$ cat src/source/soc_pkg.sv
`default_nettype none

package soc_pkg;

    ////////////////////////////////////////
    // Bus and memory widths
    ////////////////////////////////////////
    typedef logic [31:0] addr_t;
    typedef logic [31:0] word_t;
    typedef logic  [3:0] bytesel_t;

    typedef logic  [8:0] rom_addr_t;
    typedef logic [10:0] tram_addr_t;
    typedef logic [15:0] half_t;

    // Register slot from address bits 7..2
    typedef logic  [5:0] reg_index_t;

    // Serial bridge and video register widths
    typedef logic  [8:0] esp_data_t;
    typedef logic  [8:0] scroll_x_t;
    typedef logic  [7:0] line_t;

    // Video control, MSB first
    // text page, 80 columns, border remap, text priority,
    // sprites enable, gfx mode (2 bits), text enable
    typedef logic  [7:0] vctrl_t;

    typedef enum logic [1:0] {
        REGION_NONE,
        REGION_TRAM,
        REGION_REGS,
        REGION_BOOTROM
    } region_e;

    ////////////////////////////////////////
    // Region map
    ////////////////////////////////////////
    // Text RAM decodes on bits 31..12
    localparam addr_t TRAM_BASE    = 32'hFF00_0000;
    // Registers decode on bits 31..14
    localparam addr_t REGS_BASE    = 32'hFF50_0000;
    // Boot ROM decodes on bits 31..11
    localparam addr_t BOOTROM_BASE = 32'hFFFF_F800;

    localparam int BOOTROM_WORDS = 512;
    localparam int TRAM_WORDS    = 2048;

    ////////////////////////////////////////
    // Register slots
    ////////////////////////////////////////
    localparam reg_index_t REG_ESPCTRL  = 6'd0;
    localparam reg_index_t REG_ESPDATA  = 6'd1;
    localparam reg_index_t REG_VCTRL    = 6'd2;
    localparam reg_index_t REG_VSCRX    = 6'd3;
    localparam reg_index_t REG_VSCRY    = 6'd4;
    localparam reg_index_t REG_VLINE    = 6'd5;
    localparam reg_index_t REG_VIRQLINE = 6'd6;

    // ESPCTRL bit positions, bit 2 reads zero
    localparam int ESPCTRL_RX_READY_BIT = 0;
    localparam int ESPCTRL_TX_FULL_BIT  = 1;
    localparam int ESPCTRL_FRAMING_BIT  = 3;
    localparam int ESPCTRL_OVERFLOW_BIT = 4;

endpackage

`default_nettype wire

$ cat src/source/sys_regs.sv
`default_nettype none
`timescale 1ns/1ps

module sys_regs import soc_pkg::*; (
    input  wire             clk,
    input  wire             reset,

    // CPU side
    input  wire             regs_sel,
    input  wire addr_t      bus_addr,
    input  wire word_t      bus_wrdata,
    input  wire             bus_wren,
    output word_t           regs_rddata,

    // Serial bridge FIFOs
    output esp_data_t       esp_tx_data,
    output logic            esp_tx_wr,
    input  wire             esp_tx_full,
    input  wire esp_data_t  esp_rx_data,
    output logic            esp_rx_rd,
    input  wire             esp_rx_empty,
    input  wire             esp_rx_overflow,
    input  wire             esp_rx_framing_error,

    // Video
    output vctrl_t          vctrl,
    output scroll_x_t       vscrx,
    output line_t           vscry,
    output line_t           virqline,
    input  wire line_t      vline
);

    reg_index_t slot;
    logic       reg_wr;
    logic       espdata_sel;
    logic       rx_overflow_flag;
    logic       rx_framing_flag;
    logic       clr_overflow;
    logic       clr_framing;

    assign slot        = bus_addr[7:2];
    assign reg_wr      = regs_sel && bus_wren;
    assign espdata_sel = regs_sel && (slot == REG_ESPDATA);

    ////////////////////////////////////////
    // Serial FIFO strobes
    ////////////////////////////////////////
    // Registers never wait, so every strobed cycle completes
    assign esp_tx_data = bus_wrdata[8:0];
    assign esp_tx_wr   = espdata_sel && bus_wren;
    assign esp_rx_rd   = espdata_sel && !bus_wren;

    // Write one to clear
    assign clr_overflow = reg_wr && (slot == REG_ESPCTRL) &&
                          bus_wrdata[ESPCTRL_OVERFLOW_BIT];
    assign clr_framing  = reg_wr && (slot == REG_ESPCTRL) &&
                          bus_wrdata[ESPCTRL_FRAMING_BIT];

    ////////////////////////////////////////
    // Register writes
    ////////////////////////////////////////
    always_ff @(posedge clk or posedge reset) begin
        if (reset) begin
            rx_overflow_flag <= 1'b0;
            rx_framing_flag  <= 1'b0;
            vctrl            <= '0;
            vscrx            <= '0;
            vscry            <= '0;
            virqline         <= '0;
        end else begin
            // New error pulse beats a clear in the same cycle
            if (esp_rx_overflow)
                rx_overflow_flag <= 1'b1;
            else if (clr_overflow)
                rx_overflow_flag <= 1'b0;

            if (esp_rx_framing_error)
                rx_framing_flag <= 1'b1;
            else if (clr_framing)
                rx_framing_flag <= 1'b0;

            if (reg_wr) begin
                case (slot)
                    REG_VCTRL:    vctrl    <= bus_wrdata[7:0];
                    REG_VSCRX:    vscrx    <= bus_wrdata[8:0];
                    REG_VSCRY:    vscry    <= bus_wrdata[7:0];
                    REG_VIRQLINE: virqline <= bus_wrdata[7:0];
                    default: ;
                endcase
            end
        end
    end

    ////////////////////////////////////////
    // Read values
    ////////////////////////////////////////
    always_comb begin
        regs_rddata = '0;
        case (slot)
            REG_ESPCTRL: begin
                regs_rddata[ESPCTRL_RX_READY_BIT] = !esp_rx_empty;
                regs_rddata[ESPCTRL_TX_FULL_BIT]  = esp_tx_full;
                regs_rddata[ESPCTRL_FRAMING_BIT]  = rx_framing_flag;
                regs_rddata[ESPCTRL_OVERFLOW_BIT] = rx_overflow_flag;
            end
            REG_ESPDATA:  regs_rddata = word_t'(esp_rx_data);
            REG_VCTRL:    regs_rddata = word_t'(vctrl);
            REG_VSCRX:    regs_rddata = word_t'(vscrx);
            REG_VSCRY:    regs_rddata = word_t'(vscry);
            REG_VLINE:    regs_rddata = word_t'(vline);
            REG_VIRQLINE: regs_rddata = word_t'(virqline);
            default:      regs_rddata = '0;
        endcase
    end

endmodule

`default_nettype wire

$ cat config.mk
export PLATFORM = sky130hd
export DESIGN_NAME = sys_regs
export DESIGN_NICKNAME = d
export VERILOG_FILES = /design/src/source/soc_pkg.sv /design/src/source/sys_regs.sv
export SDC_FILE = /design/constraint.sdc
export NUM_CORES = 1
export LEC_CHECK = 0
export ABC_AREA = 1
export BUFFER_PORTS_ARGS = -buffer_cell sky130_fd_sc_hd__buf_2
export CORE_ASPECT_RATIO = 0.6
export CORE_MARGIN = 2
export CORE_UTILIZATION = 45
export DETAILED_ROUTE_END_ITERATION = 12
export HOLD_SLACK_MARGIN = 0.06
export PLACE_DENSITY_LB_ADDON = 0.1
export SKIP_CTS_REPAIR_TIMING = 1
export SLEW_MARGIN = 20
export SYNTH_ARGS = -nofsm -noshare
export SYNTH_HDL_FRONTEND = slang
export SYNTH_SLANG_ARGS = --single-unit
$ cat constraint.sdc
create_clock -name clk -period 2.6 [get_ports clk]
set_clock_uncertainty 0.05 [all_clocks]
set_input_delay 0.78 -clock clk [delete_from_list [all_inputs] [get_ports clk]]
set_output_delay 0.78 -clock clk [all_outputs]
set_load 0.02 [all_outputs]
==> impl_metrics.yaml, run 1 <==
outcome:
  status: "finished clean"
worst_setup_path:
  path_cells: "buf_6, inv_4, nand2_4, nor2_8, clkbuf_16, nand3_1, nand2_1, nor2_1, nand2_1, buf_4"
  rr_startpoint: "vscry[5]"
  path_common_cell: "nand2_1"
  cp-end-kind: "output port"
  regToRegEndpoint: "vscry[5]"
  crit_path_max_fanout: 5
  rrSetupSlack_ps: 1870
  arrival_ps: 1730
  reg2reg_depth: 2
  crit_slowest_cell: "nor2_8"
  cpPeakStageDelay_ps: 190
  crit_start: "bus_addr[7]"
  cp_data_required_time_ps: 1770
  crit_path_start_kind: "input pin"
  critical_path_class: "input pin to output port"
sta:
  period_needed_ps: 2560
  min_period_over_period_pct: 98.5
  setup_viol: 0
  rsz0062_at_grt: "true"
  slew_viol_final: 0
  hold_viol: 0
  max_freq_ghz: 0.391
  tns_ps: 0
yosys:
  synth_most_common_cell: "nand2_1"
  ys_warn_count: 0
  yosys_register_bits: 35
  synth-main-ff-cell: "dfrtp_1"
  synth_top_family_by_area: "simple AND/OR/NAND/NOR gates"
  synth-edff-count: 0
  synth.top_cell.area_share_pct: 36.9
  synthXorXnorAreaFrac_pct: 0
  synth_compound_area_share_pct: 9.65
  synth_simple_gate_area_share_pct: 33.6
  synth_fa_ha_area_share_pct: 0
  synth.top_cells.by_area: "dfrtp_1 37%, buf_4 11%, nand2_1 11%, o21ai_2 6.3%, nand3_1 5.5%"
  syn_area_sq_um: 2370
  synth_area_leader_cell: "dfrtp_1"
  synth_commonest_cells: "70 x nand2_1, 35 x buf_4, 35 x dfrtp_1, 32 x inv_1, 29 x nor2_1"
  synthDistinctLibCells: 22
  ys_seq_area_share_pct: 36.9
  syn_area_per_cell_sq_um: 7.70
  synthMuxAreaShare_pct: 0
  synthArstFlopShare_pct: 100
  synthCells: 308
layout:
  multi_input_area_sq_um: 1190
  areaGrowthSynthToFinish_pct: 32.1
  regArea_sq_um: 876
  final_util_pct: 61.7
  stdcell_area_sq_um: 3130
  drive_gt1_share_pct: 42.2
  nets: 496
  fillCellCount: 510
  diodes: 0
detailed_routing:
  drtPass1Iterations: 4
  drc: 0
  num_vias: 2257
  finalWirelength_um: 6210
  drt_iter0_drc: 84
  ant_nets: 0
  wl_per_cell_um: 13.1
  vias_per_cell: 4.76
place:
  gp_congestion: 0.885
  placed_cell_area_sq_um: 2830
  portBuffers: 92
  dp_hpwl_um: 4530
die:
  start_util_pct: 46.7
  fp-row-count: 20
  die_area_sq_um: 5890
  die_y_um: 60.2
  top_level_ports: 165
  die_w_um: 97.7
  core_sq_um: 5080
flow_run:
  maxCapViolCount: 0
worst_hold_path:
  min_from: "rx_framing_flag"
  holdPathStages: 2
  whs_endpoint: "rx_framing_flag"
  worstHoldPathType: "flip-flop to flip-flop"
clock_tree:
  clockRootBuffer: "clkbuf_8"
  cts_tree: "built"
  clk_transition_reported_paths_ps: 60
  cts_buffer_depth: 2
  clock_latency_ps: 280
  cts_inserted_buffers: 5
  ctsHtreeMaxLevel: 2
  cts_sinks: 35
power_and_ir_drop:
  ir_drop_mv: 0.336
  power.total_w: 0.00135
  power_density_nw_per_um2: 431
  p_leak_nw: 1.79
global_route:
  gr-usage-met1_pct: 30.6
  grtUsageTotal_pct: 21.3
  overflow: 0
  grt_use_met2_pct: 31.8
  grt_max_degree: 36
  use_met3_pct: 5.61
  first_global_vias: 1975
  grt_pass1_wl_um: 9670
  grt_busiest_layer: "met2"
  antenna_found_initial: 0
==> layout make-up <==
class                   count  area share [%]
well taps                  66            2.63
flip-flops and latches     35            27.9
repair buffers            113            24.1
clock inverters             1           0.160
inverters                  36            4.71
clock buffers               7            2.44
multi-input cells         216            38.0
==> stage by stage <==
step / hold slack, ps / cells / worst slack, ps
floorplan: 392 / 330 / 41.3
global placement: 422 / 462 / -17.2
detailed placement: 428 / 462 / -17.0
CTS: 443 / 470 / -22.8
global route: 465 / 474 / -9.67
finish: 442 / 474 / 39.6
==> how the worst max path moves through the flow <==
stage	end	slack [ps]
floorplan	esp_rx_rd	40
global placement	regs_rddata[5]	-20
detailed placement	regs_rddata[5]	-20
CTS	regs_rddata[5]	-20
global route	regs_rddata[3]	-10
finish	regs_rddata[6]	40
==> layer usage <==
metal	routed length [um]	vias up	part of all wire, %
li1	-	1139	-
met3	510	2	8.2
met1	2890	1037	47
met5	0	-	0
met2	2800	79	45
met4	10	0	0.16
==> kinds of logic (layout without fill, tap and decap cells) <==
logic type      count (synthesis)  in the layout
simple gates                  160            160
buf+inv                        79            157
flops                          35             35
compound gates                 33             33
other cells                     1             23
==> cells in the final DEF, fill, tap and decap left out, types with 2 or more instances in the layout <==
cell      Yosys  final
nand3_4       4      4
inv_4         1      3
nor2_4        3      4
nand3_2       0      2
dfrtp_1      35     35
nand4_1      18     18
buf_6         4     13
buf_12        0      3
buf_2         4     79
conb_1        1     23
o21ai_1      16     16
nand2_1      70     66
o21ai_2      17     17
inv_1        32     28
clkbuf_8      0      5
nand2_2       3      3
nor2_2        2      7
inv_2         3      4
buf_4        35     17
nor2_1       29     23
clkbuf_1      0      2
nand2_4       1      4
nand3_1      26     24
==> worst max-delay path, delay by kind of cell <==
family | cells | cell delay, ps
and+or+nand+nor | 6 | 480
buffers and inverters | 4 | 470
==> state kept, by name, indices dropped and copies added, names as in the netlist <==
name / count
vscrx: 9
rx_framing_flag: 1
vscry: 8
virqline: 8
rx_overflow_flag: 1
vctrl: 8
==> power by group <==
group	switching, W	internal [W]	total, W
combinational	0.000233	0.000125	0.000358
sequential	0.0000374	0.000586	0.000624
clock	0.000180	0.000188	0.000368
total	0.000451	0.000899	0.00135
Power figures use the tool's default switching activity.
==> inputs of run 2 (changes only) <==
- CORE_UTILIZATION: 45 -> 38
- MAX_ROUTING_LAYER: default -> met4
- clock period: 2.6 -> 2.2 ns (I/O delays scaled with it)
==> run 2 against run 1 <==
The flow now finishes with violations (negative setup slack). Design area is 7.3% higher. Utilization shrank 6.4 points. Sequential power rose by 19%. Via count rose by 2.7%. First-iteration DRC count increased by 27%. Register-to-register slack lost 410 ps. Global-route usage is 1.6 points lower. Sequential share of layout area shrank 1.9 points. Count of clock-buffer cells in the layout down 1. Flip-flop and latch count stayed put. Wire length grew 12%. Non-clock buffer count up 10. Largest power group unchanged.
==> impl_metrics.yaml, run 2 (synthesized netlist as in run 1, its figures left out) <==
die:
  start_util_pct: 39.0
  core_sq_um: 6080
  top_level_ports: 165
  fp-row-count: 22
  die_area_sq_um: 6910
  die_y_um: 65.2
  die_w_um: 106
sta:
  period_needed_ps: 2310
  slew_viol_final: 0
  setup_slack_ps: -113
  hold_viol: 0
  rsz0062_at_grt: "true"
  timing.hold.ws_ps: 419
  setup_viol: 10
  min_period_over_period_pct: 105
  max_freq_ghz: 0.432
worst_hold_path:
  worstHoldPathType: "input pin to async pin"
worst_setup_path:
  crit_path_max_fanout: 7
  cp-end-kind: "output port"
  reg2reg_depth: 2
  rr_startpoint: "vctrl[1]"
  regToRegEndpoint: "vctrl[1]"
  arrival_ps: 1600
  rrSetupSlack_ps: 1460
  crit_path_start_kind: "input pin"
  cp_data_required_time_ps: 1490
  critical_path_class: "input pin to output port"
clock_tree:
  cts_sinks: 35
  cts_buffer_depth: 2
  clock_latency_ps: 270
  cts_tree: "built"
  clk_transition_reported_paths_ps: 70
  cts_inserted_buffers: 5
  clockRootBuffer: "clkbuf_8"
  ctsHtreeMaxLevel: 2
global_route:
  grt_busiest_layer: "met2"
  grt_use_met2_pct: 28.9
  use_met3_pct: 4.07
  overflow: 0
  gr-usage-met1_pct: 27.9
  antenna_found_initial: 0
  grt_max_degree: 36
  first_global_vias: 2014
  grt_pass1_wl_um: 10100
  grtUsageTotal_pct: 19.6
outcome:
  violations: "negative setup slack"
  status: "finished, violations left"
flow_run:
  maxCapViolCount: 0
power_and_ir_drop:
  power_density_nw_per_um2: 492
  ir_drop_mv: 0.329
  p_leak_nw: 1.86
layout:
  diodes: 0
  areaGrowthSynthToFinish_pct: 41.8
  largest_reg_flops: 9
  nets: 506
  final_cell_mix: "75 x buf_2, 66 x nand2_1, 35 x dfrtp_1"
  fillCellCount: 605
  top_register: "vscrx"
  final_util_pct: 55.3
  layout_commonest_cell: "buf_2"
  fin_cells: 501
  drive_gt1_share_pct: 46.0
detailed_routing:
  num_vias: 2318
  wl_per_cell_um: 13.9
  drc: 0
  finalWirelength_um: 6950
  ant_nets: 0
  drt_iter0_drc: 107
  vias_per_cell: 4.63
  drtPass1Iterations: 4
place:
  portBuffers: 92
  dpl.cell_count: 483
  post-place-ws_ps: -234
  dp_hpwl_um: 4840
  gp_congestion: 0.799
==> run 2: worst max-delay path by stage <==
stage | from | endpoint | slack, ps | depth (start not counted)
3_5_place_dp | bus_addr[2] | regs_rddata[1] | -230 | 8
5_1_grt | bus_addr[3] | regs_rddata[1] | -180 | 10
6_report | bus_addr[3] | regs_rddata[1] | -110 | 10
3_3_place_gp | bus_addr[2] | regs_rddata[6] | -210 | 8
2_1_floorplan | bus_addr[7] | esp_tx_wr | 5 | 5
4_1_cts | bus_addr[2] | regs_rddata[1] | -240 | 8
==> run 2: through the flow <==
stage / setup TNS (ps) / cell area [sq um] / total power, W
after floorplan: 0 / 2460 / 0.00102
after global placement: -1820 / 2880 / 0.00114
after detailed placement: -1940 / 2880 / 0.00115
after CTS: -2000 / 2970 / 0.00161
after global routing: -1330 / 3360 / 0.00174
final: -799 / 3360 / 0.00166
==> run 2: power breakdown <==
part | internal, W | switching [W] | total (W)
Clock | 0.000246 | 0.000218 | 0.000463
Sequential | 0.000693 | 0.0000471 | 0.000740
Combinational | 0.000166 | 0.000286 | 0.000452
==> run 2: cell type report <==
type | instances | area (sq um) | area share, %
multi-input cells | 216 | 1250 | 37.2
well taps | 84 | 105 | 3.13
clock inverters | 1 | 5.00 | 0.149
flip-flops and latches | 35 | 876 | 26.0
clock buffers | 6 | 82.6 | 2.46
repair buffers | 123 | 893 | 26.6
inverters | 36 | 150 | 4.46
==> run 2: metal layers <==
metal | wire (um) | part of all wire (%)
met3 | 353 | 5.1
met2 | 3070 | 44
met5 | 0 | 0
met4 | 60 | 0.86
met1 | 3470 | 50
==> run 2: critical path, cell delays in order <==
cell	delay [ps]
buf_12	90
inv_4	30
nor2_4	150
buf_12	140
buf_8	120
nand4_1	90
nand2_1	80
nor2_1	40
nand2_1	70
buf_6	120
==> inputs of run 3 (changes only) <==
- BUFFER_PORTS_ARGS: -buffer_cell sky130_fd_sc_hd__buf_2 -> -buffer_cell sky130_fd_sc_hd__buf_4
==> run 3 against run 2 <==
The flow still finishes with violations (negative setup slack). Total power fell by 0.39%. Utilization fell by 0.19 points. Worst setup slack improved by 19 ps. Largest cell class unchanged.
==> impl_metrics.yaml, run 3 (synthesized netlist as in run 1, its figures left out) <==
worst_setup_path:
  cp_data_required_time_ps: 1490
  crit_path_start_kind: "input pin"
  crit_path_max_fanout: 4
  rr_startpoint: "virqline[5]"
  crit_start: "bus_addr[4]"
  cp-end-kind: "output port"
  arrival_ps: 1580
  reg2reg_depth: 2
  rrSetupSlack_ps: 1460
  crit_end: "regs_rddata[5]"
  regToRegEndpoint: "virqline[5]"
  critical_path_class: "input pin to output port"
die:
  start_util_pct: 39.0
  die_area_sq_um: 6910
  die_w_um: 106
  die_y_um: 65.2
  fp-row-count: 22
  core_sq_um: 6080
  top_level_ports: 165
detailed_routing:
  drt_iter0_drc: 84
  num_vias: 2265
  drtPass1Iterations: 4
  wl_per_cell_um: 13.6
  finalWirelength_um: 6690
  vias_per_cell: 4.60
  drc: 0
  ant_nets: 0
layout:
  diodes: 0
  fillCellCount: 574
  drive_gt1_share_pct: 42.9
  largest_reg_flops: 9
  nets: 496
  final_cell_mix: "96 x buf_4, 68 x nand2_1, 35 x dfrtp_1"
  areaGrowthSynthToFinish_pct: 41.3
  stdcell_area_sq_um: 3350
  top_register: "vscrx"
  layout_commonest_cell: "buf_4"
clock_tree:
  cts_inserted_buffers: 5
  cts_buffer_depth: 2
  ctsHtreeMaxLevel: 2
  cts_sinks: 35
  clk_transition_reported_paths_ps: 70
  cts_tree: "built"
  clockRootBuffer: "clkbuf_8"
  clock_latency_ps: 270
place:
  post-place-ws_ps: -151
  placed_cell_area_sq_um: 3070
  dp_hpwl_um: 4860
  gp_congestion: 0.833
  portBuffers: 92
sta:
  tns_ps: -616
  slew_viol_final: 0
  min_period_over_period_pct: 104
  hold_viol: 0
  setup_slack_ps: -94.5
  max_freq_ghz: 0.436
  rsz0062_at_grt: "true"
  setup_viol: 9
  period_needed_ps: 2290
  timing.hold.ws_ps: 427
global_route:
  first_global_vias: 1986
  grt_pass1_wl_um: 10000
  grtUsageTotal_pct: 19.3
  grt_max_degree: 36
  antenna_found_initial: 0
  overflow: 0
flow_run:
  maxCapViolCount: 0
outcome:
  violations: "negative setup slack"
  status: "finished, violations left"
power_and_ir_drop:
  ir_drop_mv: 0.315
  power_density_nw_per_um2: 492
  p_leak_nw: 1.82
worst_hold_path:
  worstHoldPathType: "input pin to async pin"
[run 3: cell count changes in the layout (fill, tap and decap cells not counted), sizes merged]
cell    before  now
buf        122  112
clkbuf       7    8
[run 3: worst max-delay path: stages]
cell     delay [ps]
buf_4           130
nor2_4          120
nand2_4          70
inv_4            80
nand2_1         120
nor2_1          130
nor2_1           60
nand2_1          80
buf_6           120
[run 3: area by class of cell]
class / instances / area [sq um] / area share (%)
multi-input combinational: 216 / 1210 / 36.0
timing repair buffer: 113 / 938 / 28.0
sequential: 35 / 876 / 26.1
inverter: 36 / 145 / 4.33
tap: 84 / 105 / 3.14
clock buffer: 7 / 76.3 / 2.28
clock inverter: 1 / 5.00 / 0.149
[run 3: worst min path at each step]
stage	to	slack, ps	depth (start not counted)
finish	vscrx[6]	430	3
global route	vctrl[6]	460	3
CTS	vctrl[6]	430	3
detailed placement	rx_framing_flag	420	2
global placement	rx_overflow_flag	420	2
floorplan	rx_framing_flag	390	2
[run 3: stage by stage]
step                total power (W)  cells  util (%)
floorplan                   0.00102    330         -
CTS                         0.00164    488      51.9
finish                      0.00165    492      55.1
global placement            0.00119    480      50.5
detailed placement          0.00120    480      50.5
global route                0.00173    492      55.1
[run 3: per-layer routing]
layer | global-route usage, % | part of all wire, %
met1 | 26.3 | 48
met2 | 29.8 | 45
met3 | 4.37 | 7.0
met4 | 3.95 | 0.73
met5 | - | 0
[run 3: report_power, final]
group / internal (W) / switching (W)
logic: 0.000192 / 0.000276
clock network: 0.000222 / 0.000216
registers: 0.000693 / 0.0000497
total: 0.00111 / 0.000542
