===== src/source/soc_pkg.sv =====
`default_nettype none

package soc_pkg;

    ////////////////////////////////////////
    // Bus and memory widths
    ////////////////////////////////////////
    typedef logic [31:0] addr_t;
    typedef logic [31:0] word_t;
    typedef logic  [3:0] bytesel_t;

    typedef logic  [8:0] rom_addr_t;
    typedef logic [10:0] tram_addr_t;
    typedef logic [15:0] half_t;

    // Register slot from address bits 7..2
    typedef logic  [5:0] reg_index_t;

    // Serial bridge and video register widths
    typedef logic  [8:0] esp_data_t;
    typedef logic  [8:0] scroll_x_t;
    typedef logic  [7:0] line_t;

    // Video control, MSB first
    // text page, 80 columns, border remap, text priority,
    // sprites enable, gfx mode (2 bits), text enable
    typedef logic  [7:0] vctrl_t;

    typedef enum logic [1:0] {
        REGION_NONE,
        REGION_TRAM,
        REGION_REGS,
        REGION_BOOTROM
    } region_e;

    ////////////////////////////////////////
    // Region map
    ////////////////////////////////////////
    // Text RAM decodes on bits 31..12
    localparam addr_t TRAM_BASE    = 32'hFF00_0000;
    // Registers decode on bits 31..14
    localparam addr_t REGS_BASE    = 32'hFF50_0000;
    // Boot ROM decodes on bits 31..11
    localparam addr_t BOOTROM_BASE = 32'hFFFF_F800;

    localparam int BOOTROM_WORDS = 512;
    localparam int TRAM_WORDS    = 2048;

    ////////////////////////////////////////
    // Register slots
    ////////////////////////////////////////
    localparam reg_index_t REG_ESPCTRL  = 6'd0;
    localparam reg_index_t REG_ESPDATA  = 6'd1;
    localparam reg_index_t REG_VCTRL    = 6'd2;
    localparam reg_index_t REG_VSCRX    = 6'd3;
    localparam reg_index_t REG_VSCRY    = 6'd4;
    localparam reg_index_t REG_VLINE    = 6'd5;
    localparam reg_index_t REG_VIRQLINE = 6'd6;

    // ESPCTRL bit positions, bit 2 reads zero
    localparam int ESPCTRL_RX_READY_BIT = 0;
    localparam int ESPCTRL_TX_FULL_BIT  = 1;
    localparam int ESPCTRL_FRAMING_BIT  = 3;
    localparam int ESPCTRL_OVERFLOW_BIT = 4;

endpackage

`default_nettype wire


===== src/source/bus_interconnect.sv =====
`default_nettype none
`timescale 1ns/1ps

module bus_interconnect import soc_pkg::*; (
    input  wire         clk,
    input  wire         reset,

    // CPU side
    input  wire addr_t  bus_addr,
    input  wire         bus_wren,
    input  wire         bus_strobe,
    output logic        bus_wait,
    output word_t       bus_rddata,

    // Region selects
    output logic        tram_sel,
    output logic        regs_sel,
    output logic        rom_sel,

    // Read data from the slaves
    input  wire word_t  rom_rddata,
    input  wire half_t  tram_rddata,
    input  wire word_t  regs_rddata
);

    region_e region;
    region_e q_region;
    addr_t   q_addr;
    logic    q_valid;
    logic    mem_read;
    logic    repeat_read;

    ////////////////////////////////////////
    // Address decode
    ////////////////////////////////////////
    always_comb begin
        region = REGION_NONE;
        if (bus_strobe) begin
            if (bus_addr[31:12] == TRAM_BASE[31:12])
                region = REGION_TRAM;
            else if (bus_addr[31:14] == REGS_BASE[31:14])
                region = REGION_REGS;
            else if (bus_addr[31:11] == BOOTROM_BASE[31:11])
                region = REGION_BOOTROM;
        end
    end

    assign tram_sel = (region == REGION_TRAM);
    assign regs_sel = (region == REGION_REGS);
    assign rom_sel  = (region == REGION_BOOTROM);

    ////////////////////////////////////////
    // Read wait states
    ////////////////////////////////////////
    // Last cycle's access, valid only when it was a read
    always_ff @(posedge clk or posedge reset) begin
        if (reset)
            q_valid <= 1'b0;
        else
            q_valid <= bus_strobe && !bus_wren;
    end

    always_ff @(posedge clk) begin
        q_addr   <= bus_addr;
        q_region <= region;
    end

    // Synchronous memories need one cycle to present data
    assign mem_read    = !bus_wren &&
                         (region == REGION_TRAM || region == REGION_BOOTROM);
    assign repeat_read = q_valid && (q_region == region) && (q_addr == bus_addr);
    assign bus_wait    = mem_read && !repeat_read;

    ////////////////////////////////////////
    // Read data mux
    ////////////////////////////////////////
    always_comb begin
        case (region)
            // Halfword shows on both bus halves
            REGION_TRAM:    bus_rddata = {tram_rddata, tram_rddata};
            REGION_REGS:    bus_rddata = regs_rddata;
            REGION_BOOTROM: bus_rddata = rom_rddata;
            default:        bus_rddata = '0;
        endcase
    end

endmodule

`default_nettype wire


===== config.mk =====
export PLATFORM = sky130hd
export DESIGN_NAME = bus_interconnect
export DESIGN_NICKNAME = d
export VERILOG_FILES = /design/src/source/soc_pkg.sv /design/src/source/bus_interconnect.sv
export SDC_FILE = /design/constraint.sdc
export NUM_CORES = 1
export LEC_CHECK = 0
export ABC_AREA = 1
export BUFFER_PORTS_ARGS = -buffer_cell sky130_fd_sc_hd__buf_2
export CORE_AREA = 2 2 101 103
export DETAILED_ROUTE_END_ITERATION = 10
export DIE_AREA = 0 0 103 105
export SLEW_MARGIN = 20
export SYNTH_ARGS = -nofsm -noshare
export SYNTH_HDL_FRONTEND = slang
export SYNTH_SLANG_ARGS = --single-unit

===== constraint.sdc =====
create_clock -name clk -period 4.01 [get_ports clk]
set_input_delay 0.802 -clock clk [delete_from_list [all_inputs] [get_ports clk]]
set_output_delay 0.802 -clock clk [all_outputs]
set_load 0.01 [all_outputs]

==> results_tabular.tex, run 1 <==
\begin{tabular}{lr}
\hline
Metric & Value \\
\hline
\multicolumn{2}{l}{\textbf{Routing}} \\
Avg WL per Cell & 10.8 µm \\
Post-detailed-route count of antenna-violating nets & 0 \\
Drt pass-1 iters & 4 \\
Number of remaining DRC errors & 0 \\
Post-DR vias/cell & 4.10 \\
Number of DRC markers in iteration 0 & 83 \\
Detailed-route wire length & 7470 µm \\
Total via count in the routed design & 2846 \\
\multicolumn{2}{l}{\textbf{Clock tree}} \\
Clock-pin slew reported for the worst setup and hold paths after clock tree synthesis & approximately 0.06 ns \\
Hold buffers post-CTS & 0 \\
Buffer count from post-CTS setup fixing & 0 \\
Clock sinks & 35 \\
Clock buffer depth & 2 \\
Clock root buffer & sky130\_fd\_sc\_hd\_\_clkbuf\_8 \\
Level count of the clock H-tree & 2 \\
Count of cells resized by post-cts repair & 0 \\
Num CTS Buffers & 5 \\
TritonCTS clock tree & built \\
\multicolumn{2}{l}{\textbf{Die}} \\
\# rows & 36 \\
Full die area & approximately 11000 µm² \\
Initial core utilization & 24.7\% \\
Die height & $\sim$110 µm \\
Placeable core area & 9640 µm² \\
Boundary pin count & 152 \\
DIE WIDTH & 103 µm \\
\multicolumn{2}{l}{\textbf{Synth}} \\
Primary flip-flop cell chosen by synthesis mapping & sky130\_fd\_sc\_hd\_\_dfxtp\_1 \\
Synthesized netlist cell count & slightly above 400 \\
Register bit count reported by yosys & 35 \\
Net count after synthesis & 526 \\
Largest family of logic cells by synthesized area & simple AND/OR/NAND/NOR gates \\
Arithmetic-cell share of the synthesized area counting full adders, half adders and majority gates & 0\% \\
Synth Cell Area & 2380 µm² \\
Distinct cells, synth & 24 \\
Async set-reset flop share out of synthesis & 2.86\% \\
Number of flops mapped to enable cells by yosys & 0 \\
Fraction of the mapped netlist area in simple logic gates & 41.8\% \\
Xor-xnor portion of the synthesized cell area & 2.95\% \\
Post-synthesis compound-gate area fraction & 9.84\% \\
Synth Area per Inst & between 5 and 6 µm² \\
Fraction of synthesized area in multiplexers & 0\% \\
Sequential share of the synthesized area & roughly 30\% \\
Total of warnings raised by yosys & 0 \\
\multicolumn{2}{l}{\textbf{Worst setup path}} \\
Category of the worst setup path launch point & input pin \\
Critical path buffer and inverter count & 4 \\
Cell family with the largest share of critical-path delay & simple AND/OR/NAND/NOR gates \\
Critical path required time & 3.21 ns \\
Type of the setup path with the least slack & input pin to output pin \\
Ordered list of cells on the worst path & buf\_2, nand2\_1, nor2\_1, nand2\_1, nor2\_2, nand3\_2, buf\_4, inv\_1, nand2\_1, o21ai\_0, nor2\_1, nor2\_1, buf\_2 \\
Crit-path max cell delay & 0.29 ns \\
Worst Setup End Kind & output pin \\
Crit path DAT & 2.55 ns \\
Critical path's slowest cell & sky130\_fd\_sc\_hd\_\_inv\_1 \\
Worst Path Max Fanout & 13 \\
\multicolumn{2}{l}{\textbf{Power}} \\
LEAKAGE & a little over 2 nW \\
Clock network power share & 31.8\% \\
Sequential fraction of design power & 49.9\% \\
Overall power consumption & between 0.7 and 0.8 mW \\
Share of total power consumed by net switching & 25.8\% \\
Cell internal power dissipation & 0.554 mW \\
Switching power & 0.193 mW \\
Power density over the cells & 226 nW/µm² \\
VDD IR-drop max & 0.130 mV \\
Combinational cell fraction of total power & 18.4\% \\
\multicolumn{2}{l}{\textbf{STA}} \\
Transition time at the pin with the least slew margin & between 0.4 and 0.5 ns \\
Final hold viol count & 0 \\
Final setup violating endpoints & 0 \\
Tightest slew margin relative to the limit & around 73\% \\
RSZ-0062 raised after global routing & no \\
Post-route setup TNS & 0 ns \\
Fin crit period & 3.35 ns \\
Peak Freq & 299 MHz \\
Total count of max-transition violations in the final report & 0 \\
Worst Hold Margin & around 0.33 ns \\
Fin crit share & roughly 84\% \\
\multicolumn{2}{l}{\textbf{Final layout}} \\
Most common library cell in the layout ignoring fill and taps & sky130\_fd\_sc\_hd\_\_buf\_2 \\
Final design area excluding fillers & 3310 µm² \\
Ant diodes & 0 \\
Share of the core filled with cells in the final layout & between 30\% and 40\% \\
Share of layout cells above drive strength 1 & 33.9\% \\
Commonest non-fill, non-tap cells in the layout & sky130\_fd\_sc\_hd\_\_buf\_2, sky130\_fd\_sc\_hd\_\_nand2\_1, sky130\_fd\_sc\_hd\_\_nor2\_1, sky130\_fd\_sc\_hd\_\_inv\_1, sky130\_fd\_sc\_hd\_\_dfxtp\_1 \\
Filler instances & 1122 \\
Nets@finish & 677 \\
Area growth from synthesis to final layout & 39.0\% \\
\multicolumn{2}{l}{\textbf{Global routing}} \\
Number of antenna violations at the first check in global routing & 0 \\
Global routing usage summed across all routing layers & between 10\% and 20\% \\
Via count of the first global-routing pass & 2691 \\
Wire length of the first global-routing pass & 11700 µm \\
Pin count of the biggest net entering global routing & 27 \\
Overflow after GRT & 0 \\
\multicolumn{2}{l}{\textbf{Run}} \\
Number of maximum-capacitance constraint violations & 0 \\
\multicolumn{2}{l}{\textbf{Placement}} \\
Final RePlAce weighted congestion & between 0.8 and 0.9 \\
Count of input and output buffers & 151 \\
Placement-stage cell area & 3230 µm² \\
Detailed-placement wirelength estimate & 6270 µm \\
\multicolumn{2}{l}{\textbf{Hold path}} \\
Type of the most critical hold path & input pin to async pin \\
\multicolumn{2}{l}{\textbf{Status}} \\
Outcome & finished clean \\
\hline
\end{tabular}
[flip-flops by register name (all words and copies together) (netlist names)]
signal / flops
q_valid: 1
q_region: 2
q_addr: 32
[how the worst max path moves through the flow]
stage,start,endpoint,slack [ns],cells past startpoint
finish,bus_addr[24],bus_rddata[30],0.66,13
global route,bus_addr[24],bus_rddata[30],0.39,13
CTS,bus_addr[27],bus_rddata[30],0.61,13
detailed placement,bus_addr[27],bus_rddata[30],0.62,13
global placement,bus_addr[24],bus_rddata[30],0.61,13
floorplan,bus_addr[25],bus_wait,1.34,9
[power by group through the flow]
stage | clock network, mW | logic (mW) | registers, mW
2_1_floorplan | 0 | 0.0594 | 0.379
3_3_place_gp | 0 | 0.136 | 0.380
3_5_place_dp | 0 | 0.138 | 0.380
4_1_cts | 0.243 | 0.139 | 0.373
5_1_grt | 0.263 | 0.157 | 0.374
6_report | 0.237 | 0.137 | 0.373
[kinds of logic after synthesis]
family / after synthesis
AND/OR/NAND/NOR: 243
buffers and inverters: 84
AO/OA/AOI/OAI: 40
flip-flops: 35
XOR/XNOR: 8
[final cells by class]
class	count	area (µm²)	share of cell area, %
Clock buffer	7	76.3	2.31
Inverter	74	283	8.55
Timing Repair Buffer	154	778	23.5
Tap cell	133	166	5.03
Sequential cell	35	706	21.3
Multi-Input combinational cell	291	1300	39.2
[cells in the mapped netlist, types with 3 or more instances]
master | number | area share, %
sky130_fd_sc_hd__xor2_1 | 3 | 1.1
sky130_fd_sc_hd__nor3_1 | 9 | 1.9
sky130_fd_sc_hd__nor2_2 | 14 | 3.7
sky130_fd_sc_hd__a21oi_2 | 7 | 2.6
sky130_fd_sc_hd__inv_1 | 71 | 11
sky130_fd_sc_hd__xnor2_1 | 5 | 1.8
sky130_fd_sc_hd__a21oi_1 | 12 | 2.5
sky130_fd_sc_hd__nand2_1 | 121 | 19
sky130_fd_sc_hd__nor2_1 | 87 | 14
sky130_fd_sc_hd__o21ai_0 | 19 | 4.0
sky130_fd_sc_hd__dfxtp_1 | 34 | 29
sky130_fd_sc_hd__buf_4 | 4 | 1.3
sky130_fd_sc_hd__nand3_1 | 6 | 1.3
[per-layer routing]
metal / GRT usage, % / part of all wire [%] / up-vias / routed length (µm)
li1: - / - / 1508 / -
met1: 14.6 / 41 / 1200 / 3060
met2: 24.7 / 48 / 124 / 3590
met3: 3.75 / 8.9 / 14 / 662
met4: 4.23 / 2.0 / 0 / 150
met5: 0 / 0 / - / 0
[stage by stage]
step                      std cells  setup WS, ns
after floorplan                 410          1.34
after global placement          687         0.607
after detailed placement        687         0.625
after CTS                       694         0.608
after global routing            694         0.389
final                           694         0.661
(Power assumes the default switching activity.)
==> run 2: changes to the inputs <==
==> constraint.sdc (replaced) <==
create_clock -name clk -period 2.9 [get_ports clk]
set_input_delay 0.58 -clock clk [delete_from_list [all_inputs] [get_ports clk]]
set_output_delay 0.58 -clock clk [all_outputs]
set_load 0.01 [all_outputs]
==> run 2 against run 1 <==
Sequential share of layout area decreased by 0.42 points. Count of clock-buffer cells in the layout increased by 1. Final cell count increased by 0.43%.
==> results_tabular.tex, run 2 (synthesis results as in run 1) <==
\begin{tabular}{lr}
\hline
Metric & Value \\
\hline
\multicolumn{2}{l}{\textbf{Power}} \\
VDD IR-drop max & approximately 0.15 mV \\
Combinational cell fraction of total power & between 10\% and 20\% \\
LEAKAGE & 2.03 nW \\
Power density over the cells & approximately 320 nW/µm² \\
Overall power consumption & 1.09 mW \\
Switching power & 0.268 mW \\
Cell internal power dissipation & roughly 0.82 mW \\
Share of total power consumed by net switching & 24.7\% \\
Sequential fraction of design power & between 40\% and 50\% \\
Clock network power share & a little over a third \\
\multicolumn{2}{l}{\textbf{Placement}} \\
Placement-stage cell area & 3260 µm² \\
Cell count after placement & 689 \\
Final RePlAce weighted congestion & roughly 0.84 \\
Count of input and output buffers & 151 \\
Post-place setup slack & 0.155 ns \\
Detailed-placement wirelength estimate & 6320 µm \\
\multicolumn{2}{l}{\textbf{Final layout}} \\
Ant diodes & 0 \\
Share of the core filled with cells in the final layout & about a third \\
Share of layout cells above drive strength 1 & about 35\% \\
Non-filler instance count after layout & 697 \\
Max reg flops & 32 \\
Final design area excluding fillers & 3370 µm² \\
Largest registers ranked by flip-flop count & q\_addr (32), q\_region (2), q\_valid (1) \\
Nets@finish & 679 \\
Area growth from synthesis to final layout & 41.8\% \\
Commonest non-fill, non-tap cells in the layout & sky130\_fd\_sc\_hd\_\_buf\_2, sky130\_fd\_sc\_hd\_\_nand2\_1, sky130\_fd\_sc\_hd\_\_nor2\_1, sky130\_fd\_sc\_hd\_\_inv\_1, sky130\_fd\_sc\_hd\_\_dfxtp\_1 \\
Most common library cell in the layout ignoring fill and taps & sky130\_fd\_sc\_hd\_\_buf\_2 \\
Reg with most FFs & q\_addr \\
\multicolumn{2}{l}{\textbf{Worst setup path}} \\
Worst Path Max Fanout & 19 \\
Type of the setup path with the least slack & input pin to output pin \\
Worst Setup End Kind & output pin \\
Critical path required time & 2.32 ns \\
Crit path DAT & 2.11 ns \\
Category of the worst setup path launch point & input pin \\
\multicolumn{2}{l}{\textbf{Clock tree}} \\
Count of cells resized by post-cts repair & 0 \\
Num CTS Buffers & 5 \\
Clock-pin slew reported for the worst setup and hold paths after clock tree synthesis & 0.06 ns \\
Clock sinks & 35 \\
Clock buffer depth & 2 \\
Level count of the clock H-tree & 2 \\
TritonCTS clock tree & built \\
Hold buffers post-CTS & 0 \\
Clock root buffer & sky130\_fd\_sc\_hd\_\_clkbuf\_8 \\
Buffer count from post-CTS setup fixing & 0 \\
\multicolumn{2}{l}{\textbf{STA}} \\
RSZ-0062 raised after global routing & no \\
Final hold viol count & 0 \\
Transition time at the pin with the least slew margin & 0.406 ns \\
Fin crit share & 92.7\% \\
Setup slack after layout & 0.213 ns \\
Worst Hold Margin & 0.117 ns \\
Post-route setup TNS & 0 ns \\
Peak Freq & 372 MHz \\
Final setup violating endpoints & 0 \\
Tightest slew margin relative to the limit & 72.9\% \\
Fin crit period & 2.69 ns \\
Total count of max-transition violations in the final report & 0 \\
\multicolumn{2}{l}{\textbf{Routing}} \\
Avg WL per Cell & 10.6 µm \\
Number of DRC markers in iteration 0 & 86 \\
Post-DR vias/cell & 4.07 \\
Post-detailed-route count of antenna-violating nets & 0 \\
Number of remaining DRC errors & 0 \\
Total via count in the routed design & 2840 \\
Drt pass-1 iters & 4 \\
Detailed-route wire length & 7420 µm \\
\multicolumn{2}{l}{\textbf{Die}} \\
Placeable core area & 9640 µm² \\
Boundary pin count & 152 \\
\# rows & 36 \\
Die height & 105 µm \\
DIE WIDTH & a little over 100 µm \\
Full die area & $\sim$11000 µm² \\
Initial core utilization & 24.7\% \\
\multicolumn{2}{l}{\textbf{Global routing}} \\
Number of antenna violations at the first check in global routing & 0 \\
Overflow after GRT & 0 \\
Global routing usage summed across all routing layers & around 14\% \\
Pin count of the biggest net entering global routing & 25 \\
Wire length of the first global-routing pass & around 12000 µm \\
Via count of the first global-routing pass & approximately 2800 \\
\multicolumn{2}{l}{\textbf{Run}} \\
Number of maximum-capacitance constraint violations & 0 \\
\multicolumn{2}{l}{\textbf{Hold path}} \\
Type of the most critical hold path & input pin to async pin \\
\multicolumn{2}{l}{\textbf{Status}} \\
Outcome & finished clean \\
\hline
\end{tabular}
==> run 2: cell count changes in the layout (fill, tap and decap cells not counted), sizes merged <==
cell / change
buf: +2
clkbuf: +1
clkinvlp: +1
inv: -1
==> run 2: power groups by stage <==
stage,Clock [mW],Combinational [mW],Sequential (mW)
2_1_floorplan,0,0.0821,0.524
3_3_place_gp,0,0.188,0.525
3_5_place_dp,0,0.191,0.526
4_1_cts,0.393,0.192,0.515
5_1_grt,0.412,0.217,0.518
6_report,0.381,0.190,0.515
==> run 2: routing by layer <==
layer	global-route usage, %	part of all wire (%)	vias to the layer above
li1	-	-	1518
met1	15.9	41	1196
met2	25.0	50	118
met3	2.81	7.9	8
met4	2.91	1.2	0
met5	0	0	-
==> run 2: layout make-up <==
| cell class | instances | area (µm²) |
|---|---|---|
| Fill cell | 1074 | 6270 |
| Multi-Input combinational cell | 291 | 1310 |
| Timing Repair Buffer | 156 | 810 |
| Sequential cell | 35 | 706 |
| Inverter | 74 | 287 |
| Tap cell | 133 | 166 |
| Clock buffer | 8 | 100 |
==> run 2: worst max path at each step <==
stage	start	end	slack, ns	cells after the start
2_1_floorplan	bus_addr[25]	bus_wait	0.67	9
3_3_place_gp	bus_addr[14]	bus_rddata[30]	0.20	11
3_5_place_dp	bus_addr[31]	bus_rddata[30]	0.16	12
4_1_cts	bus_addr[27]	bus_rddata[30]	0.14	12
5_1_grt	bus_addr[30]	bus_wait	0.02	11
6_report	bus_addr[15]	bus_wait	0.21	11
==> run 2: critical path: stages <==
cell,delay [ns]
sky130_fd_sc_hd__buf_2,0.11
sky130_fd_sc_hd__inv_1,0.05
sky130_fd_sc_hd__nor2_1,0.15
sky130_fd_sc_hd__nand2_1,0.09
sky130_fd_sc_hd__nor2_2,0.13
sky130_fd_sc_hd__nand3_2,0.16
sky130_fd_sc_hd__nand2_4,0.13
sky130_fd_sc_hd__inv_2,0.17
sky130_fd_sc_hd__or2_1,0.26
sky130_fd_sc_hd__a21oi_1,0.11
sky130_fd_sc_hd__buf_2,0.16
==> run 3: changes to the inputs <==
--- a/config.mk
+++ b/config.mk
@@ -7,9 +7,9 @@
 export LEC_CHECK = 0
 export ABC_AREA = 1
 export BUFFER_PORTS_ARGS = -buffer_cell sky130_fd_sc_hd__buf_2
-export CORE_AREA = 2 2 101 103
+export CORE_AREA = 2 2 106 98
 export DETAILED_ROUTE_END_ITERATION = 10
-export DIE_AREA = 0 0 103 105
+export DIE_AREA = 0 0 108 100
 export SLEW_MARGIN = 20
 export SYNTH_ARGS = -nofsm -noshare
 export SYNTH_HDL_FRONTEND = slang
==> run 3 against run 2 <==
Utilization shrank 0.38 points. Clock power grew 39%. Sequential power is essentially flat. Global-route usage shrank 0.12 points. Highest routed layer unchanged.
==> results_tabular.tex, run 3 (synthesis results as in run 1) <==
\begin{tabular}{lr}
\hline
Metric & Value \\
\hline
\multicolumn{2}{l}{\textbf{Status}} \\
Outcome & finished clean \\
\multicolumn{2}{l}{\textbf{Power}} \\
Power density over the cells & 362 nW/µm² \\
VDD IR-drop max & 0.269 mV \\
LEAKAGE & 2.05 nW \\
\multicolumn{2}{l}{\textbf{Clock tree}} \\
Clock buffer depth & 2 \\
Level count of the clock H-tree & 2 \\
Buffer count from post-CTS setup fixing & 0 \\
Clock sinks & 35 \\
Clock root buffer & sky130\_fd\_sc\_hd\_\_clkbuf\_8 \\
Num CTS Buffers & 5 \\
Clock-pin slew reported for the worst setup and hold paths after clock tree synthesis & roughly 0.08 ns \\
TritonCTS clock tree & built \\
\multicolumn{2}{l}{\textbf{Global routing}} \\
GR Layer Usage met1 & 17.7\% \\
Global routing usage summed across all routing layers & roughly 13\% \\
Via count of the first global-routing pass & 2615 \\
Wire length of the first global-routing pass & 11800 µm \\
Global routing usage on met3 & about 3\% \\
Met2 Resource Use GR & 22.4\% \\
Number of antenna violations at the first check in global routing & 0 \\
Layer with the highest usage after global routing & met2 \\
Pin count of the biggest net entering global routing & 27 \\
Overflow after GRT & 0 \\
\multicolumn{2}{l}{\textbf{Worst setup path}} \\
Category of the worst setup path launch point & input pin \\
Type of the setup path with the least slack & input pin to output pin \\
Critical path required time & 2.32 ns \\
Crit path DAT & 2.16 ns \\
Worst Setup End Kind & output pin \\
Startpoint of the most critical setup path & bus\_addr[14] \\
Worst Path Max Fanout & 19 \\
\multicolumn{2}{l}{\textbf{Routing}} \\
Detailed-route wire length & 7650 µm \\
Number of DRC markers in iteration 0 & approximately 120 \\
Post-detailed-route count of antenna-violating nets & 0 \\
Number of remaining DRC errors & 0 \\
Total via count in the routed design & about 2900 \\
Avg WL per Cell & 11.0 µm \\
Post-DR vias/cell & about 4.1 \\
Drt pass-1 iters & 4 \\
\multicolumn{2}{l}{\textbf{Die}} \\
Placeable core area & 9850 µm² \\
Boundary pin count & 152 \\
Full die area & 10800 µm² \\
Die height & 100 µm \\
DIE WIDTH & 108 µm \\
Initial core utilization & 24.1\% \\
\# rows & 35 \\
\multicolumn{2}{l}{\textbf{STA}} \\
Fin crit period & 2.74 ns \\
Final hold viol count & 0 \\
RSZ-0062 raised after global routing & no \\
Final setup violating endpoints & 0 \\
Transition time at the pin with the least slew margin & 0.269 ns \\
Tightest slew margin relative to the limit & 81.8\% \\
Peak Freq & 365 MHz \\
Post-route setup TNS & 0 ns \\
Worst Hold Margin & 0.106 ns \\
Fin crit share & 94.5\% \\
Total count of max-transition violations in the final report & 0 \\
\multicolumn{2}{l}{\textbf{Hold path}} \\
Type of the most critical hold path & input pin to async pin \\
\multicolumn{2}{l}{\textbf{Final layout}} \\
Area growth from synthesis to final layout & 43.4\% \\
Multi-input gate area & 1310 µm² \\
Max reg flops & 32 \\
Ant diodes & 0 \\
Reg with most FFs & q\_addr \\
Nets@finish & 679 \\
Sequential cell area & 706 µm² \\
Commonest non-fill, non-tap cells in the layout & sky130\_fd\_sc\_hd\_\_buf\_2, sky130\_fd\_sc\_hd\_\_nand2\_1, sky130\_fd\_sc\_hd\_\_nor2\_1, sky130\_fd\_sc\_hd\_\_inv\_1, sky130\_fd\_sc\_hd\_\_dfxtp\_1 \\
Most common library cell in the layout ignoring fill and taps & sky130\_fd\_sc\_hd\_\_buf\_2 \\
Share of layout cells above drive strength 1 & 34.8\% \\
Filler instances & around 1100 \\
Largest registers ranked by flip-flop count & q\_addr (32), q\_region (2), q\_valid (1) \\
\multicolumn{2}{l}{\textbf{Placement}} \\
Final RePlAce weighted congestion & 0.774 \\
Count of input and output buffers & between 150 and 200 \\
Detailed-placement wirelength estimate & 6280 µm \\
\multicolumn{2}{l}{\textbf{Run}} \\
Number of maximum-capacitance constraint violations & 0 \\
\hline
\end{tabular}
==> run 3: cell types whose count changed in the layout (fill, tap and decap cells not counted) <==
cell                        change
sky130_fd_sc_hd__bufinv_16      +2
sky130_fd_sc_hd__clkbuf_8       -2
sky130_fd_sc_hd__inv_2          -1
sky130_fd_sc_hd__inv_4          +1
sky130_fd_sc_hd__nor2_1         -1
sky130_fd_sc_hd__nor2_4         +1
==> run 3: what timing repair did <==
action	CTS	global route
resized for setup	1	6
pin swaps	0	1
hold buffers	0	0
setup endpoints to repair	3	33
==> run 3: power breakdown <==
group          total [mW]  internal (mW)  switching, mW
Clock               0.529          0.344          0.185
Sequential          0.515          0.505        0.00953
Combinational       0.190         0.0958         0.0938
Total                1.23          0.945          0.289
==> run 3: critical path: stages <==
cell	delay, ns
sky130_fd_sc_hd__buf_2	0.12
sky130_fd_sc_hd__nor2_1	0.17
sky130_fd_sc_hd__nand3_1	0.16
sky130_fd_sc_hd__nor2_4	0.20
sky130_fd_sc_hd__nand3_4	0.17
sky130_fd_sc_hd__nand2_4	0.16
sky130_fd_sc_hd__inv_4	0.12
sky130_fd_sc_hd__or2_1	0.22
sky130_fd_sc_hd__a21oi_1	0.11
sky130_fd_sc_hd__buf_2	0.14
==> run 3: path summary, 6_finish.rpt <==
path,cells past startpoint,endpoint
min,2,q_valid$_DFF_PP0_
max in group asynchronous,2,q_valid$_DFF_PP0_
min in group clk,1,q_addr[4]$_DFF_P_
max,10,bus_wait
==> run 3: cell type report <==
cell class | count | share of cell area (%)
timing repair buffer | 156 | 23.7
tap | 129 | 4.73
multi-input combinational | 291 | 38.5
inverter | 74 | 8.47
clock inverter | 2 | 1.76
sequential | 35 | 20.7
clock buffer | 6 | 2.13
==> run 3: layer usage <==
metal	routed length [µm]	vias to the layer above
met5	0	-
met4	94	0
met3	521	9
met2	3630	92
met1	3410	1238
li1	-	1514
==> run 3: stage by stage <==
stage | setup WS (ns) | total power, mW | instances | area (µm²) | util, %
6_report | 0.159 | 1.23 | 693 | 3410 | 34.6
5_1_grt | 0.00905 | 1.30 | 693 | 3410 | 34.6
4_1_cts | 0.00658 | 1.25 | 693 | 3390 | 34.4
3_5_place_dp | 0.00983 | 0.715 | 685 | 3250 | 33.0
3_3_place_gp | 0.0534 | 0.713 | 685 | 3250 | 33.0
2_1_floorplan | 0.669 | 0.606 | 410 | 2380 | -
